$ cat src/include/uartRx_consts.svh
/*
  Compile-time constants for the UART receiver. The baud rate is fixed here.
  RX_TICK_DIVISOR must be 2 or more. Frame width is fixed at 8 data bits.
*/
`ifndef UART_RX_CONSTS_SVH
`define UART_RX_CONSTS_SVH

// Ticks per bit time, mid-bit sample lands at half of this
`define RX_OVERSAMPLE 16
// Clocks per oversampling tick, 64 clocks per bit with the value above
`define RX_TICK_DIVISOR 4
`define RX_DATA_BITS 8

// Parity mode encodings, anything else means no parity
`define RX_PARITY_ODD 2'b01
`define RX_PARITY_EVEN 2'b10

// Bit positions inside the error flag vector
`define RX_ERR_PARITY 0
`define RX_ERR_START 1
`define RX_ERR_STOP 2

`endif

$ cat src/logic/uartRxPkg.sv
/*
  Shared types for the UART receive path.
  Data width follows RX_DATA_BITS from the constants header.
*/
`include "uartRx_consts.svh"

package uartRxPkg;

  // One received byte
  typedef logic [`RX_DATA_BITS-1:0] rxData_t;

  // 01 odd, 10 even, 00 or 11 no parity
  typedef logic [1:0] parityMode_t;

  // Bit 0 parity, bit 1 start, bit 2 stop
  typedef logic [2:0] errorFlag_t;

  // Deserializer FSM states
  typedef enum logic [2:0] {
    rxIdle,
    rxStart,
    rxData,
    rxParity,
    rxStop
  } rxState_t;

endpackage

$ cat src/logic/rxFrameIf.sv
/*
  Fields of one finished frame. Values hold from frameDone until the next
  start edge is detected, frameDone is a one-cycle strobe.
*/
interface rxFrameIf;
  import uartRxPkg::*;

  // Assembled data byte, LSB received first
  rxData_t rawData;
  // Sampled levels of the framing bits
  logic parityBit;
  logic startBit;
  logic stopBit;
  // High for one clock after the stop sample
  logic frameDone;

  // Deserializer side
  modport source (
    output rawData, parityBit, startBit, stopBit, frameDone
  );

  // Checker side
  modport sink (
    input rawData, parityBit, startBit, stopBit, frameDone
  );

endinterface

$ cat src/logic/errorCheck.sv
/*
  Combinational frame checker. Flags are meaningful while frameDone is high.
  With no parity the expected bit is 1, the level the deserializer holds.
*/
`include "uartRx_consts.svh"

module errorCheck (
  input  uartRxPkg::parityMode_t parityMode,
  rxFrameIf.sink                 frame,
  output uartRxPkg::errorFlag_t  errorFlag
);

  logic dataParity;
  logic expectedParity;

  // Odd count of ones in the byte gives 1
  assign dataParity = ^frame.rawData;

  // Parity bit the transmitter should have sent
  always_comb begin
    case (parityMode)
      // Total ones must be odd
      `RX_PARITY_ODD:  expectedParity = ~dataParity;
      // Total ones must be even
      `RX_PARITY_EVEN: expectedParity = dataParity;
      // No parity bit, compare against the idle level
      default:         expectedParity = 1'b1;
    endcase
  end

  // Received parity differs from expectation
  assign errorFlag[`RX_ERR_PARITY] = (frame.parityBit != expectedParity);
  // Start bit must sample low at mid-bit
  assign errorFlag[`RX_ERR_START]  = frame.startBit;
  // Stop bit must sample high
  assign errorFlag[`RX_ERR_STOP]   = ~frame.stopBit;

endmodule

$ cat src/logic/rxBaudGen.sv
/*
  Free-running 16x oversampling tick. One-clock strobe every RX_TICK_DIVISOR
  clocks, first one on the fourth clock after reset. No phase alignment to the line.
*/
`include "uartRx_consts.svh"

module rxBaudGen (
  input  logic clock,
  input  logic reset,
  output logic tick
);

  localparam int CountWidth = $clog2(`RX_TICK_DIVISOR);

  logic [CountWidth-1:0] count;
  logic                  wrap;

  // Last count value before rolling over
  assign wrap = (count == CountWidth'(`RX_TICK_DIVISOR - 1));

  always_ff @(posedge clock) begin
    if (reset) begin
      count <= '0;
    end else if (wrap) begin
      count <= '0;
    end else begin
      count <= count + 1'b1;
    end
  end

  // Tick only on the wrap cycle
  assign tick = wrap;

endmodule

$ cat src/logic/rxDeserializer.sv
/*
  Turns the serial line into frame fields. Line goes through a two-flop
  synchronizer, start is a falling edge seen while idle. A failed start sample
  does not abort the frame. No parity bit is expected for modes 00 and 11.
*/
`include "uartRx_consts.svh"

module rxDeserializer (
  input  logic                   clock,
  input  logic                   reset,
  input  logic                   tick,
  input  logic                   rxLine,
  input  uartRxPkg::parityMode_t parityMode,
  rxFrameIf.source               frame
);
  import uartRxPkg::*;

  // Tick count at the start bit middle and at a full bit
  localparam logic [3:0] HalfBit = 4'(`RX_OVERSAMPLE / 2 - 1);
  localparam logic [3:0] FullBit = 4'(`RX_OVERSAMPLE - 1);
  localparam logic [2:0] LastBit = 3'(`RX_DATA_BITS - 1);

  logic       lineMeta;
  logic       lineSync;
  logic       lineLast;
  logic       lineFall;
  logic       parityOn;
  logic       bitSample;
  rxState_t   state;
  logic [3:0] tickCount;
  logic [2:0] bitCount;
  logic       stopWait;

  // Two-flop synchronizer plus one more stage for edge detection
  // Idle line is high so all stages reset to 1
  always_ff @(posedge clock) begin
    if (reset) begin
      lineMeta <= 1'b1;
      lineSync <= 1'b1;
      lineLast <= 1'b1;
    end else begin
      lineMeta <= rxLine;
      lineSync <= lineMeta;
      lineLast <= lineSync;
    end
  end

  assign lineFall  = lineLast & ~lineSync;
  assign parityOn  = (parityMode == `RX_PARITY_ODD) || (parityMode == `RX_PARITY_EVEN);
  // Middle of a data, parity or stop bit
  assign bitSample = tick && (tickCount == FullBit);

  always_ff @(posedge clock) begin
    if (reset) begin
      state           <= rxIdle;
      tickCount       <= '0;
      bitCount        <= '0;
      stopWait        <= 1'b0;
      frame.frameDone <= 1'b0;
      frame.rawData   <= '0;
      frame.startBit  <= 1'b0;
      frame.stopBit   <= 1'b1;
      // Matches the expected parity of a zero byte so flags stay clear
      frame.parityBit <= (parityMode != `RX_PARITY_EVEN);
    end else begin
      // Strobe by default low
      frame.frameDone <= 1'b0;
      case (state)
        rxIdle: begin
          if (lineFall) begin
            state           <= rxStart;
            tickCount       <= '0;
            bitCount        <= '0;
            // Held at idle level when no parity bit is sent
            frame.parityBit <= 1'b1;
          end
        end
        rxStart: begin
          if (tick) begin
            if (tickCount == HalfBit) begin
              // Kept even if high, the checker reports it
              frame.startBit <= lineSync;
              tickCount      <= '0;
              state          <= rxData;
            end else begin
              tickCount <= tickCount + 1'b1;
            end
          end
        end
        rxData: begin
          if (tick) begin
            tickCount <= tickCount + 1'b1;
          end
          if (bitSample) begin
            // LSB first, new bit enters at the top
            frame.rawData <= {lineSync, frame.rawData[`RX_DATA_BITS-1:1]};
            bitCount      <= bitCount + 1'b1;
            if (bitCount == LastBit) begin
              state <= parityOn ? rxParity : rxStop;
            end
          end
        end
        rxParity: begin
          if (tick) begin
            tickCount <= tickCount + 1'b1;
          end
          if (bitSample) begin
            frame.parityBit <= lineSync;
            state           <= rxStop;
          end
        end
        rxStop: begin
          if (stopWait) begin
            // Low stop bit, hold off until the line is back high
            if (lineSync) begin
              stopWait <= 1'b0;
              state    <= rxIdle;
            end
          end else begin
            if (tick) begin
              tickCount <= tickCount + 1'b1;
            end
            if (bitSample) begin
              frame.stopBit   <= lineSync;
              frame.frameDone <= 1'b1;
              if (lineSync) begin
                state <= rxIdle;
              end else begin
                stopWait <= 1'b1;
              end
            end
          end
        end
        default: state <= rxIdle;
      endcase
    end
  end

endmodule

$ cat src/logic/uartRx.sv
/*
  UART receiver top level, 8N1 with optional odd or even parity.
  rxValid is a one-clock strobe with no back-pressure, take the byte then.
  rxData and errorFlag hold until the next frame starts.
*/
module uartRx (
  input  logic                   clock,
  input  logic                   reset,
  input  logic                   rxLine,
  input  uartRxPkg::parityMode_t parityMode,
  output uartRxPkg::rxData_t     rxData,
  output uartRxPkg::errorFlag_t  errorFlag,
  output logic                   rxValid
);

  // 16x oversampling strobe
  logic tick;

  // Fields of the last received frame
  rxFrameIf frameIf ();

  rxBaudGen baudGen0 (
    .clock (clock),
    .reset (reset),
    .tick  (tick)
  );

  // Serial line to frame fields
  rxDeserializer deser0 (
    .clock      (clock),
    .reset      (reset),
    .tick       (tick),
    .rxLine     (rxLine),
    .parityMode (parityMode),
    .frame      (frameIf.source)
  );

  // Parity, start and stop flags
  errorCheck check0 (
    .parityMode (parityMode),
    .frame      (frameIf.sink),
    .errorFlag  (errorFlag)
  );

  // Byte and strobe come straight from the frame fields
  assign rxData  = frameIf.rawData;
  assign rxValid = frameIf.frameDone;

endmodule

$ cat config.mk
export PLATFORM = sky130hd
export DESIGN_NAME = uartRx
export DESIGN_NICKNAME = d
export VERILOG_FILES = /design/src/logic/uartRxPkg.sv /design/src/logic/rxFrameIf.sv /design/src/logic/errorCheck.sv /design/src/logic/rxBaudGen.sv /design/src/logic/rxDeserializer.sv /design/src/logic/uartRx.sv
export VERILOG_INCLUDE_DIRS = /design/src /design/src/include
export SDC_FILE = /design/constraint.sdc
export NUM_CORES = 1
export LEC_CHECK = 0
export BUFFER_PORTS_ARGS = -buffer_cell sky130_fd_sc_hd__clkbuf_2
export CAP_MARGIN = 20
export CORE_UTILIZATION = 60
export DETAILED_ROUTE_END_ITERATION = 7
export MAX_ROUTING_LAYER = met4
export PLACE_DENSITY = 0.8
export SYNTH_ARGS = -nofsm -noshare
export SYNTH_HDL_FRONTEND = slang
export SYNTH_SLANG_ARGS = --single-unit
$ cat constraint.sdc
create_clock -name clock -period 4.2 [get_ports clock]
set_clock_uncertainty 0.1 [all_clocks]
set_input_delay 0.63 -clock clock [delete_from_list [all_inputs] [get_ports clock]]
set_output_delay 0.63 -clock clock [all_outputs]
set_load 0.02 [all_outputs]
==> results by group, run 1 <==
Timing
  – Final hold vios: 0
  – RSZ-0062 raised after global routing: false
  – Minimum clock period: 2570 ps
  – Worst Setup Slack, final: 1630 ps
  – Max-slew headroom: 57.9%
  – Setup total negative slack: 0 ps
  – Worst-Margin Slew: 631 ps
  – Max Freq: 389 MHz
  – Final period util: 61.2%
  – Max-slew violation count: 0
  – Final Setup Violations: 0

Cells and area
  – Share of cells above drive strength 1: 14.2%
  – Area delta synth->final: 6.28%
  – Nets: 188
  – N_diodes: 0
  – Final core occ: 68.3%
  – Filler instances: 197

Setup path
  – Crit. End Element: output port
  – Delay-heaviest family, CP: XOR/XNOR gates
  – Crit path launch type: flop
  – Crit path max-delay cell type: dfxtp_1
  – CP bufs+invs: 1
  – Crit path required time: 3470 ps
  – Max incr delay on CP: 360 ps
  – Crit path cell chain: xnor2_1 -> xnor2_1 -> xnor2_1 -> mux2i_1 -> xor2_1 -> clkbuf_2
  – Arrival time worst endpoint: 1840 ps
  – Crit path top cell by count: xnor2_1
  – Flop2flop setup slack: 2000 ps
  – Crit Path Class: reg2out
  – Critical Path Fanout Max: 4

Yosys
  – YS warnings: 0
  – Most common cell in the synthesized netlist: dfxtp_1
  – Mean Syn Cell Area: 8.59 um2
  – Post-synth EDFFs: 1
  – Synthesis-stage register bit count: 28
  – Syn Nets: 178
  – Mapped Area: 1440 um2
  – Yosys top cell by area: dfxtp_1
  – Post-synth ARST share: 0%
  – Synth area leaders: dfxtp_1 38%, nand2_1 6.5%, xnor2_1 6.1%
  – Main synth FF type: dfxtp_1
  – Count of cell types in the netlist: 43
  – Most frequent cells after synthesis: 27 x dfxtp_1, 25 x nand2_1, 14 x nor2_1, 13 x a21oi_1, 10 x xnor2_1
  – Mapped Cells: 167
  – Share of the synthesized area in the top cell type: 37.7%
  – Sequential fraction of the synthesis area: 39.8%

Floorplanning
  – Row count: 17
  – Area of the core: 2230 um2
  – Top Ports: 17
  – Die height: 50.9 um
  – Die X: 50.9 um
  – Initial Utilization: 64.3%
  – DIE AREA: 2590 um2

Placement
  – Hpwl dp: 1.89 mm
  – Routability cong.: 0.778
  – Worst slack, placed: 1810 ps
  – Buffers added on ports: 16

Route
  – Total routed wirelength: 2.63 mm
  – Met1 Wirelength: 1.24 mm
  – ANT nets after route: 0
  – WL met3: 90 um
  – Highest Signal Layer: met4
  – DRC: 0
  – Metal2 WL: 1.27 mm
  – Vias: 1193
  – DR iter-0 viols: 37
  – Wirelength per Cell: 12.9 um
  – Drt first pass iters: 4
  – Vias/cell: 5.85

Global routing
  – Initial antenna violation count: 0
  – Total gr overflow: 0
  – Vias in the first global route: 1036
  – First-pass GRT wire length: 4.36 mm
  – Pin count of the biggest net entering global routing: 28
  – GRT Total Usage: 22.6%

Clocking
  – CTS max path bufs: 2
  – Root buffer cell: clkbuf_4
  – Postcts setup bufs: 0
  – Clock transition at path regs: 130 ps
  – H-tree levels: 1
  – CTS Sinks: 28
  – Post-cts gate resize count: 0
  – Worst skew pair latency: 320 ps
  – CTS Buf Count: 3
  – CTS tree: built
  – Hold buffers post-CTS: 0

Flow run
  – MaxCap Viol Count: 0

Power and ir drop
  – P per Cell Area: 339 nW/um2
  – Leakage power: 0.000589 uW
  – Peak VDD IR: 223 uV

Min path
  – Worst hold path type: reg2reg

Run status
  – Status: finished, final reports clean
## logic make-up after synthesis
kind of cell,share of synthesized area (%)
XOR/XNOR,6.71
AND/OR/NAND/NOR,23.8
buffers and inverters,5.14
adder cells (fa/ha/maj),5.23
flip-flops,39.8
AO/OA/AOI/OAI,15.9
multiplexers,3.49
## layer usage
layer / track usage, % / vias to the layer above
met1: 29.3 / 565
met5: - / -
met4: 7.87 / 0
met3: 2.68 / 4
li1: - / 595
met2: 36.4 / 29
## per-stage QoR
| step | std cells | power [uW] | hold WS (ps) | area, um2 |
|---|---|---|---|---|
| final | 204 | 517 | 328 | 1530 |
| after global routing | 204 | 548 | 360 | 1530 |
| after CTS | 204 | 517 | 332 | 1530 |
| after detailed placement | 200 | 412 | 299 | 1500 |
| after global placement | 200 | 408 | 294 | 1500 |
| after floorplan | 167 | 395 | 289 | 1440 |
## state kept, by name (all words and copies together), names as in the netlist
register                cells
deser0.lineLast             1
deser0.frame.rawData        8
baudGen0.count              2
deser0.frame.parityBit      1
deser0.lineMeta             1
deser0.bitCount             3
deser0.stopWait             1
deser0.frame.startBit       1
deser0.lineSync             1
deser0.tickCount            4
deser0.frame.stopBit        1
deser0.frame.frameDone      1
deser0.state                3
## power breakdown
part | internal [uW] | switching, uW | total, uW
registers | 278 | 23.7 | 302
logic | 48.6 | 57.8 | 106
clock network | 37.2 | 71.5 | 109
total | 364 | 153 | 517
## worst paths after layout
check                                                          start                            to  cells past startpoint
worst min register to register          baudGen0.count[0]$_SDFF_PP0_  baudGen0.count[0]$_SDFF_PP0_                      1
worst max-delay path            deser0.frame.rawData[6]$_SDFFE_PP0P_                  errorFlag[0]                      6
worst max register to register          deser0.state[2]$_SDFFE_PP0P_  deser0.state[2]$_SDFFE_PP0P_                      5
worst min-delay path                    baudGen0.count[0]$_SDFF_PP0_  baudGen0.count[0]$_SDFF_PP0_                      1
## final cells by class
cell class | instances | area, um2 | area share [%]
timing repair buffer | 16 | 80.1 | 5.25
inverter | 6 | 22.5 | 1.48
sequential | 28 | 571 | 37.4
tap | 28 | 35.0 | 2.30
clock buffer | 4 | 26.3 | 1.72
multi-input combinational | 122 | 791 | 51.8
## placed cells by master, fill, tap and decap left out, types with 2 or more instances in the layout
cell type	instances
ha_1	6
o21ai_1	2
dfxtp_1	27
nor3b_1	4
o21ai_0	4
a21oi_1	13
nand2_1	25
clkbuf_2	16
nor2_1	14
xnor2_1	10
nor3_1	4
clkbuf_4	3
inv_1	6
or2_2	2
mux2i_1	5
o31a_1	2
nand2b_1	2
a22oi_1	4
nor4b_1	2
nor2b_1	2
No activity file was read; power rests on OpenSTA's default activity.
==> inputs of run 2 (changes only) <==
--- a/config.mk
+++ b/config.mk
@@ -6,12 +6,13 @@
 export SDC_FILE = /design/constraint.sdc
 export NUM_CORES = 1
 export LEC_CHECK = 0
+export ABC_AREA = 1
 export BUFFER_PORTS_ARGS = -buffer_cell sky130_fd_sc_hd__clkbuf_2
 export CAP_MARGIN = 20
-export CORE_UTILIZATION = 60
+export CORE_UTILIZATION = 51
 export DETAILED_ROUTE_END_ITERATION = 7
 export MAX_ROUTING_LAYER = met4
-export PLACE_DENSITY = 0.8
+export PLACE_DENSITY = 0.72
 export SYNTH_ARGS = -nofsm -noshare
 export SYNTH_HDL_FRONTEND = slang
 export SYNTH_SLANG_ARGS = --single-unit
==> constraint.sdc (replaced) <==
create_clock -name clock -period 2.2 [get_ports clock]
set_clock_uncertainty 0.1 [all_clocks]
set_input_delay 0.33 -clock clock [delete_from_list [all_inputs] [get_ports clock]]
set_output_delay 0.33 -clock clock [all_outputs]
set_load 0.02 [all_outputs]
==> run 2 against run 1 <==
Against the previous run:
- global-route usage decreased by 1.4 points
- flip-flop and latch count did not move
- total power increased by 150%
- core utilization fell by 8.8 points
- critical path depth is 5 higher
- sequential power rose by 93%
- routed wire length up 11%
- via count up 15%
- critical endpoint unchanged
==> results by group, run 2 <==
Run status
  – Status: finished, final reports clean

Cells and area
  – Max reg flops: 8
  – Top flop regs: deser0.frame.rawData (8), deser0.tickCount (4)
  – Leading cell types in the layout, fill and taps excluded: 67 x nand2_1, 28 x inv_1, 23 x nor2_1, 19 x dfxtp_1
  – N_diodes: 0
  – Commonest non-fill, non-tap cell in the layout: nand2_1
  – Nets: 255
  – Area delta synth->final: 9.79%
  – Final Non-Filler Cells: 274
  – Share of cells above drive strength 1: 18.1%
  – Top reg by flops: deser0.frame.rawData

Power and ir drop
  – P per Cell Area: 771 nW/um2
  – Sw power: 487 uW
  – Peak VDD IR: 654 uV
  – Sequential share of power: 45.6%
  – Switch share: 38.2%
  – Clock power share: 16.8%
  – Leakage power: 0.000838 uW
  – Internal power: 789 uW
  – Total Power: 1280 uW
  – Comb power frac: 37.7%

Yosys
  – Most common cell in the synthesized netlist: nand2_1
  – YS warnings: 0
  – Mapped Cells: 226
  – Count of cell types in the netlist: 28
  – Share of the synthesized area in the top cell type: 35.9%
  – Main synth FF type: dfxtp_1
  – Synthesis-stage register bit count: 28
  – Mean Syn Cell Area: 6.67 um2
  – Most frequent cells after synthesis: 67 x nand2_1, 30 x inv_1, 27 x dfxtp_1, 23 x nor2_1, 15 x a21oi_1
  – Yosys top cell by area: dfxtp_1
  – Mapped Area: 1510 um2
  – Sequential fraction of the synthesis area: 37.8%
  – Synth area leaders: dfxtp_1 36%, nand2_1 17%, inv_1 7.5%
  – Post-synth EDFFs: 1
  – Post-synth ARST share: 0%
  – Syn Nets: 237

Route
  – DRC: 0
  – Wirelength per Cell: 10.6 um
  – DR iter-0 viols: 41
  – Vias/cell: 4.99
  – Total routed wirelength: 2.92 mm
  – Vias: 1367
  – ANT nets after route: 0
  – Drt first pass iters: 4

Timing
  – Final Setup Violations: 0
  – Minimum clock period: 2000 ps
  – Max-slew headroom: 70.6%
  – Max Freq: 499 MHz
  – Max-slew violation count: 0
  – Final period util: 91.0%
  – Worst-Margin Slew: 441 ps
  – Final hold vios: 0
  – Setup total negative slack: 0 ps

Clocking
  – CTS max path bufs: 2
  – CTS tree: built
  – Root buffer cell: clkbuf_4
  – CTS Buf Count: 3
  – Hold buffers post-CTS: 0
  – CTS Sinks: 28
  – H-tree levels: 1
  – Worst skew pair latency: 330 ps
  – Clock transition at path regs: 140 ps

Flow run
  – MaxCap Viol Count: 0

Placement
  – Buffers added on ports: 16
  – Routability cong.: 0.866
  – Hpwl dp: 2.23 mm
  – Placed Cells: 270

Floorplanning
  – DIE AREA: 3180 um2
  – Top Ports: 17
  – Row count: 19
  – Die height: 56.4 um
  – Initial Utilization: 54.2%
  – Area of the core: 2780 um2
  – Die X: 56.4 um

Min path
  – Worst hold path type: in2reg
  – Hold Path Cell Cnt: 2
  – Hold EP: deser0.lineMeta$_SDFF_PP1_
  – Origin of the worst min-delay path: rxLine

Setup path
  – CP bufs+invs: 2
  – Max incr delay on CP: 370 ps
  – Crit. End Element: output port
  – Flop2flop setup slack: 430 ps
  – Worst r2r dst: deser0.state[1]$_SDFFE_PP0P_
  – FF-to-FF path depth: 10
  – Crit path launch type: flop
  – Crit path required time: 1770 ps
  – Critical Path Fanout Max: 5
  – Crit path max-delay cell type: dfxtp_2
  – Arrival time worst endpoint: 1570 ps
  – Crit path top cell by count: nand2_1
  – Crit Path Class: reg2out
  – Delay-heaviest family, CP: simple AND/OR/NAND/NOR gates
  – FF-to-FF Start: deser0.tickCount[0]$_SDFFE_PP0P_
  – Crit path cell chain: nor2_1 -> inv_1 -> nand2_1 -> nand2_1 -> nand2_1 -> nand2_1 -> nand3_1 -> nand3_1 -> nand2_1 -> nand2_1 -> buf_4

Global routing
  – Vias in the first global route: 1278
  – Total gr overflow: 0
  – GRT Total Usage: 21.2%
  – Initial antenna violation count: 0
  – Pin count of the biggest net entering global routing: 16
  – First-pass GRT wire length: 5.24 mm
## run 2: cell count changes after synthesis, moves of 4 or more
cell     before  now
o21ai_0       4   12
nand3_1       1    7
a22oi_1       4    0
inv_1         6   30
mux2i_1       5    0
xnor2_1      10    2
buf_2         5    0
nor2_1       14   23
nand2_1      25   67
## run 2: kinds of logic (layout without fill, tap and decap cells)
| group | count (synthesis) | after routing | share of synthesized area, % |
|---|---|---|---|
| XOR/XNOR | 2 | 2 | 1.16 |
| flip-flops | 28 | 28 | 37.8 |
| AO/OA/AOI/OAI | 32 | 32 | 11.3 |
| buffers and inverters | 37 | 54 | 9.71 |
| AND/OR/NAND/NOR | 121 | 121 | 35.0 |
| adder cells (fa/ha/maj) | 6 | 6 | 4.98 |
## run 2: power by group through the flow
stage	Combinational, uW	Sequential [uW]	Clock [uW]
2_1_floorplan	392	587	0
3_3_place_gp	473	595	0
3_5_place_dp	476	595	0
4_1_cts	478	584	225
5_1_grt	555	588	244
6_report	481	582	214
## run 2: cell type report
cell class / count / area, um2
clock buffers: 4 / 26.3
fillers: 283 / 1130
inverters: 33 / 124
multi-input cells: 161 / 791
flip-flops and latches: 28 / 586
well taps: 31 / 38.8
repair buffers: 17 / 90.1
## run 2: routing by layer
layer,track usage [%],vias up,routed length [um]
met2,34.7,26,1330
met4,8.36,0,37
met1,25.6,588,1430
met3,4.61,5,113
li1,-,748,-
met5,-,-,0
## run 2: what timing repair did
item                       4_1_cts  5_1_grt
gates resized for setup          0       14
buffers inserted                 0        0
setup endpoints to repair        0        1
## run 2: worst max path at each step
stage                                               startpoint                      endpoint  slack [ps]  cells past startpoint
after floorplan           deser0.frame.rawData[1]$_SDFFE_PP0P_                  errorFlag[0]         550                     10
after global placement        deser0.tickCount[0]$_SDFFE_PP0P_  deser0.state[2]$_SDFFE_PP0P_         550                     10
after detailed placement      deser0.tickCount[0]$_SDFFE_PP0P_  deser0.state[2]$_SDFFE_PP0P_         450                     10
after CTS                 deser0.frame.rawData[7]$_SDFFE_PP0P_                  errorFlag[0]         130                     11
after global routing      deser0.frame.rawData[7]$_SDFFE_PP0P_                  errorFlag[0]          -4                     11
final                     deser0.frame.rawData[7]$_SDFFE_PP0P_                  errorFlag[0]         200                     11
## run 2: worst reg2reg max path, delay by kind of cell (launching register included)
| kind | cells | cell delay (ps) |
|---|---|---|
| adder cells (fa/ha/maj) | 1 | 180 |
| buffers and inverters | 1 | 90 |
| flip-flops | 1 | 390 |
| AND/OR/NAND/NOR | 8 | 1000 |
## run 2: per-stage QoR
stage	util, %	setup slack, ps	instance area, um2	hold WS [ps]
floorplan	-	551	1510	289
global placement	57.9	545	1610	290
detailed placement	57.9	453	1610	310
CTS	58.9	131	1640	76.0
global route	59.5	-4.13	1660	68.0
finish	59.5	197	1660	86.2
==> inputs of run 3 (changes only) <==
==> constraint.sdc (replaced) <==
create_clock -name clock -period 2.2 [get_ports clock]
set_clock_uncertainty 0.1 [all_clocks]
set_input_delay 0.22 -clock clock [delete_from_list [all_inputs] [get_ports clock]]
set_output_delay 0.22 -clock clock [all_outputs]
set_load 0.02 [all_outputs]
==> run 3 against run 2 <==
Against the previous run:
- setup slack improved by 65 ps
- largest cell class unchanged
- register-to-register slack improved by 30 ps
- combinational power decreased by 1%
- design area up 0.83%
- sequential share of layout area down 1.2 points
- core utilization is 0.49 points higher
- largest power group unchanged
==> results by group, run 3 (synthesis results as in run 2) <==
Timing
  – Max-slew headroom: 70.0%
  – Setup total negative slack: 0 ps
  – Max Freq: 516 MHz
  – Minimum clock period: 1940 ps
  – Final hold vios: 0
  – Max-slew violation count: 0
  – Worst Setup Slack, final: 262 ps
  – Final period util: 88.1%
  – RSZ-0062 raised after global routing: false
  – Worst-Margin Slew: 450 ps
  – Final Setup Violations: 0

Clocking
  – CTS Sinks: 28
  – Post-cts gate resize count: 0
  – Worst skew pair latency: 340 ps
  – CTS max path bufs: 2
  – Clock transition at path regs: 160 ps
  – Root buffer cell: clkbuf_4
  – H-tree levels: 1
  – CTS Buf Count: 3
  – CTS tree: built

Setup path
  – Flop2flop setup slack: 460 ps
  – Crit path max-delay cell type: dfxtp_1
  – Critical Path Fanout Max: 5
  – Crit Path Class: reg2out
  – Crit. End Element: output port
  – FF-to-FF path depth: 10
  – Crit path top cell by count: nand2_1
  – Crit path required time: 1880 ps
  – Max incr delay on CP: 420 ps
  – Arrival time worst endpoint: 1620 ps
  – Crit path cell chain: inv_1 -> nand2_1 -> nand2_1 -> nand2_1 -> nand2_1 -> nand2_1 -> nand3_1 -> nand3_1 -> nand2_1 -> nand2_1 -> clkbuf_2
  – Crit path launch type: flop

Global routing
  – Initial antenna violation count: 0
  – GRT Total Usage: 20.4%
  – Vias in the first global route: 1250
  – Pin count of the biggest net entering global routing: 17
  – Met3 Use GR: 2.07%
  – First-pass GRT wire length: 5.06 mm
  – Top Usage Layer GRT: met2
  – Total gr overflow: 0
  – Grt met2 use: 35.0%
  – Met1 Track Usage GR: 25.4%

Flow run
  – MaxCap Viol Count: 0

Power and ir drop
  – P per Cell Area: 813 nW/um2
  – Clock power share: 21.9%
  – Peak VDD IR: 601 uV
  – Sequential share of power: 43.1%
  – Comb power frac: 35.0%
  – Leakage power: 0.000847 uW
  – Internal power: 858 uW
  – Sw power: 499 uW
  – Switch share: 36.8%

Placement
  – Routability cong.: 0.877
  – Worst slack, placed: 485 ps
  – Hpwl dp: 2.17 mm
  – Buffers added on ports: 16

Route
  – Drt first pass iters: 6
  – ANT nets after route: 0
  – DRC: 0
  – Total routed wirelength: 2.85 mm
  – Vias: 1364
  – DR iter-0 viols: 49
  – Vias/cell: 4.96
  – Wirelength per Cell: 10.4 um

Cells and area
  – Top flop regs: deser0.frame.rawData (8), deser0.tickCount (4)
  – Reg area: 571 um2
  – N_diodes: 0
  – Area of the multi-input gates: 791 um2
  – Max reg flops: 8
  – Commonest non-fill, non-tap cell in the layout: nand2_1
  – Leading cell types in the layout, fill and taps excluded: 67 x nand2_1, 30 x inv_1, 27 x dfxtp_1, 23 x nor2_1, 16 x clkbuf_2
  – Area delta synth->final: 10.7%
  – Nets: 256
  – Filler instances: 272
  – Top reg by flops: deser0.frame.rawData
  – Share of cells above drive strength 1: 14.3%

Floorplanning
  – Die X: 56.4 um
  – Top Ports: 17
  – Area of the core: 2780 um2
  – Die height: 56.4 um
  – Initial Utilization: 54.2%
  – DIE AREA: 3180 um2
  – Row count: 19

Min path
  – Hold Path Cell Cnt: 2
  – Worst hold path type: in2reg

Run status
  – Status: finished, final reports clean
## run 3: final cells by class
| cell class | instances | area share [%] |
|---|---|---|
| clock buffer | 4 | 2.85 |
| inverter | 33 | 7.42 |
| multi-input combinational | 161 | 47.4 |
| sequential | 28 | 34.2 |
| tap | 31 | 2.32 |
| timing repair buffer | 18 | 5.85 |
## run 3: through the flow
| step | total power [uW] | utilization, % | cells | instance area, um2 | hold WS [ps] |
|---|---|---|---|---|---|
| 2_1_floorplan | 980 | - | 226 | 1510 | 224 |
| 3_3_place_gp | 1070 | 57.9 | 270 | 1610 | 292 |
| 3_5_place_dp | 1070 | 57.9 | 270 | 1610 | 294 |
| 4_1_cts | 1370 | 60.0 | 275 | 1670 | 109 |
| 5_1_grt | 1460 | 60.0 | 275 | 1670 | 113 |
| 6_report | 1360 | 60.0 | 275 | 1670 | 119 |
## run 3: worst max-delay path: cells and delay by family, from the launching register on
kind / cells / cell delay [ps]
DFF: 1 / 420
and+or+nand+nor: 9 / 620
buffers and inverters: 2 / 260
## run 3: power groups by stage
stage	registers, uW	clock network (uW)	logic [uW]
3_3_place_gp	595	0	470
5_1_grt	592	321	549
4_1_cts	585	307	476
3_5_place_dp	595	0	473
2_1_floorplan	587	0	392
6_report	585	297	475
## run 3: path summary, 6_finish.rpt
check | from | to
min | reset | deser0.bitCount[0]$_SDFFE_PP0P_
max | deser0.frame.rawData[2]$_SDFFE_PP0P_ | errorFlag[0]
max reg2reg | deser0.tickCount[0]$_SDFFE_PP0P_ | deser0.state[0]$_SDFFE_PP0P_
min reg2reg | deser0.lineMeta$_SDFF_PP1_ | deser0.lineSync$_SDFF_PP1_
## run 3: what timing repair did
action                                 CTS  global route
buffers inserted                         0             0
hold buffers                             1             0
endpoints found under the hold margin    1             0
## run 3: layer usage
metal	vias up	wire, um
met3	4	93
met5	-	0
met2	21	1310
met4	0	28
met1	592	1420
li1	747	-
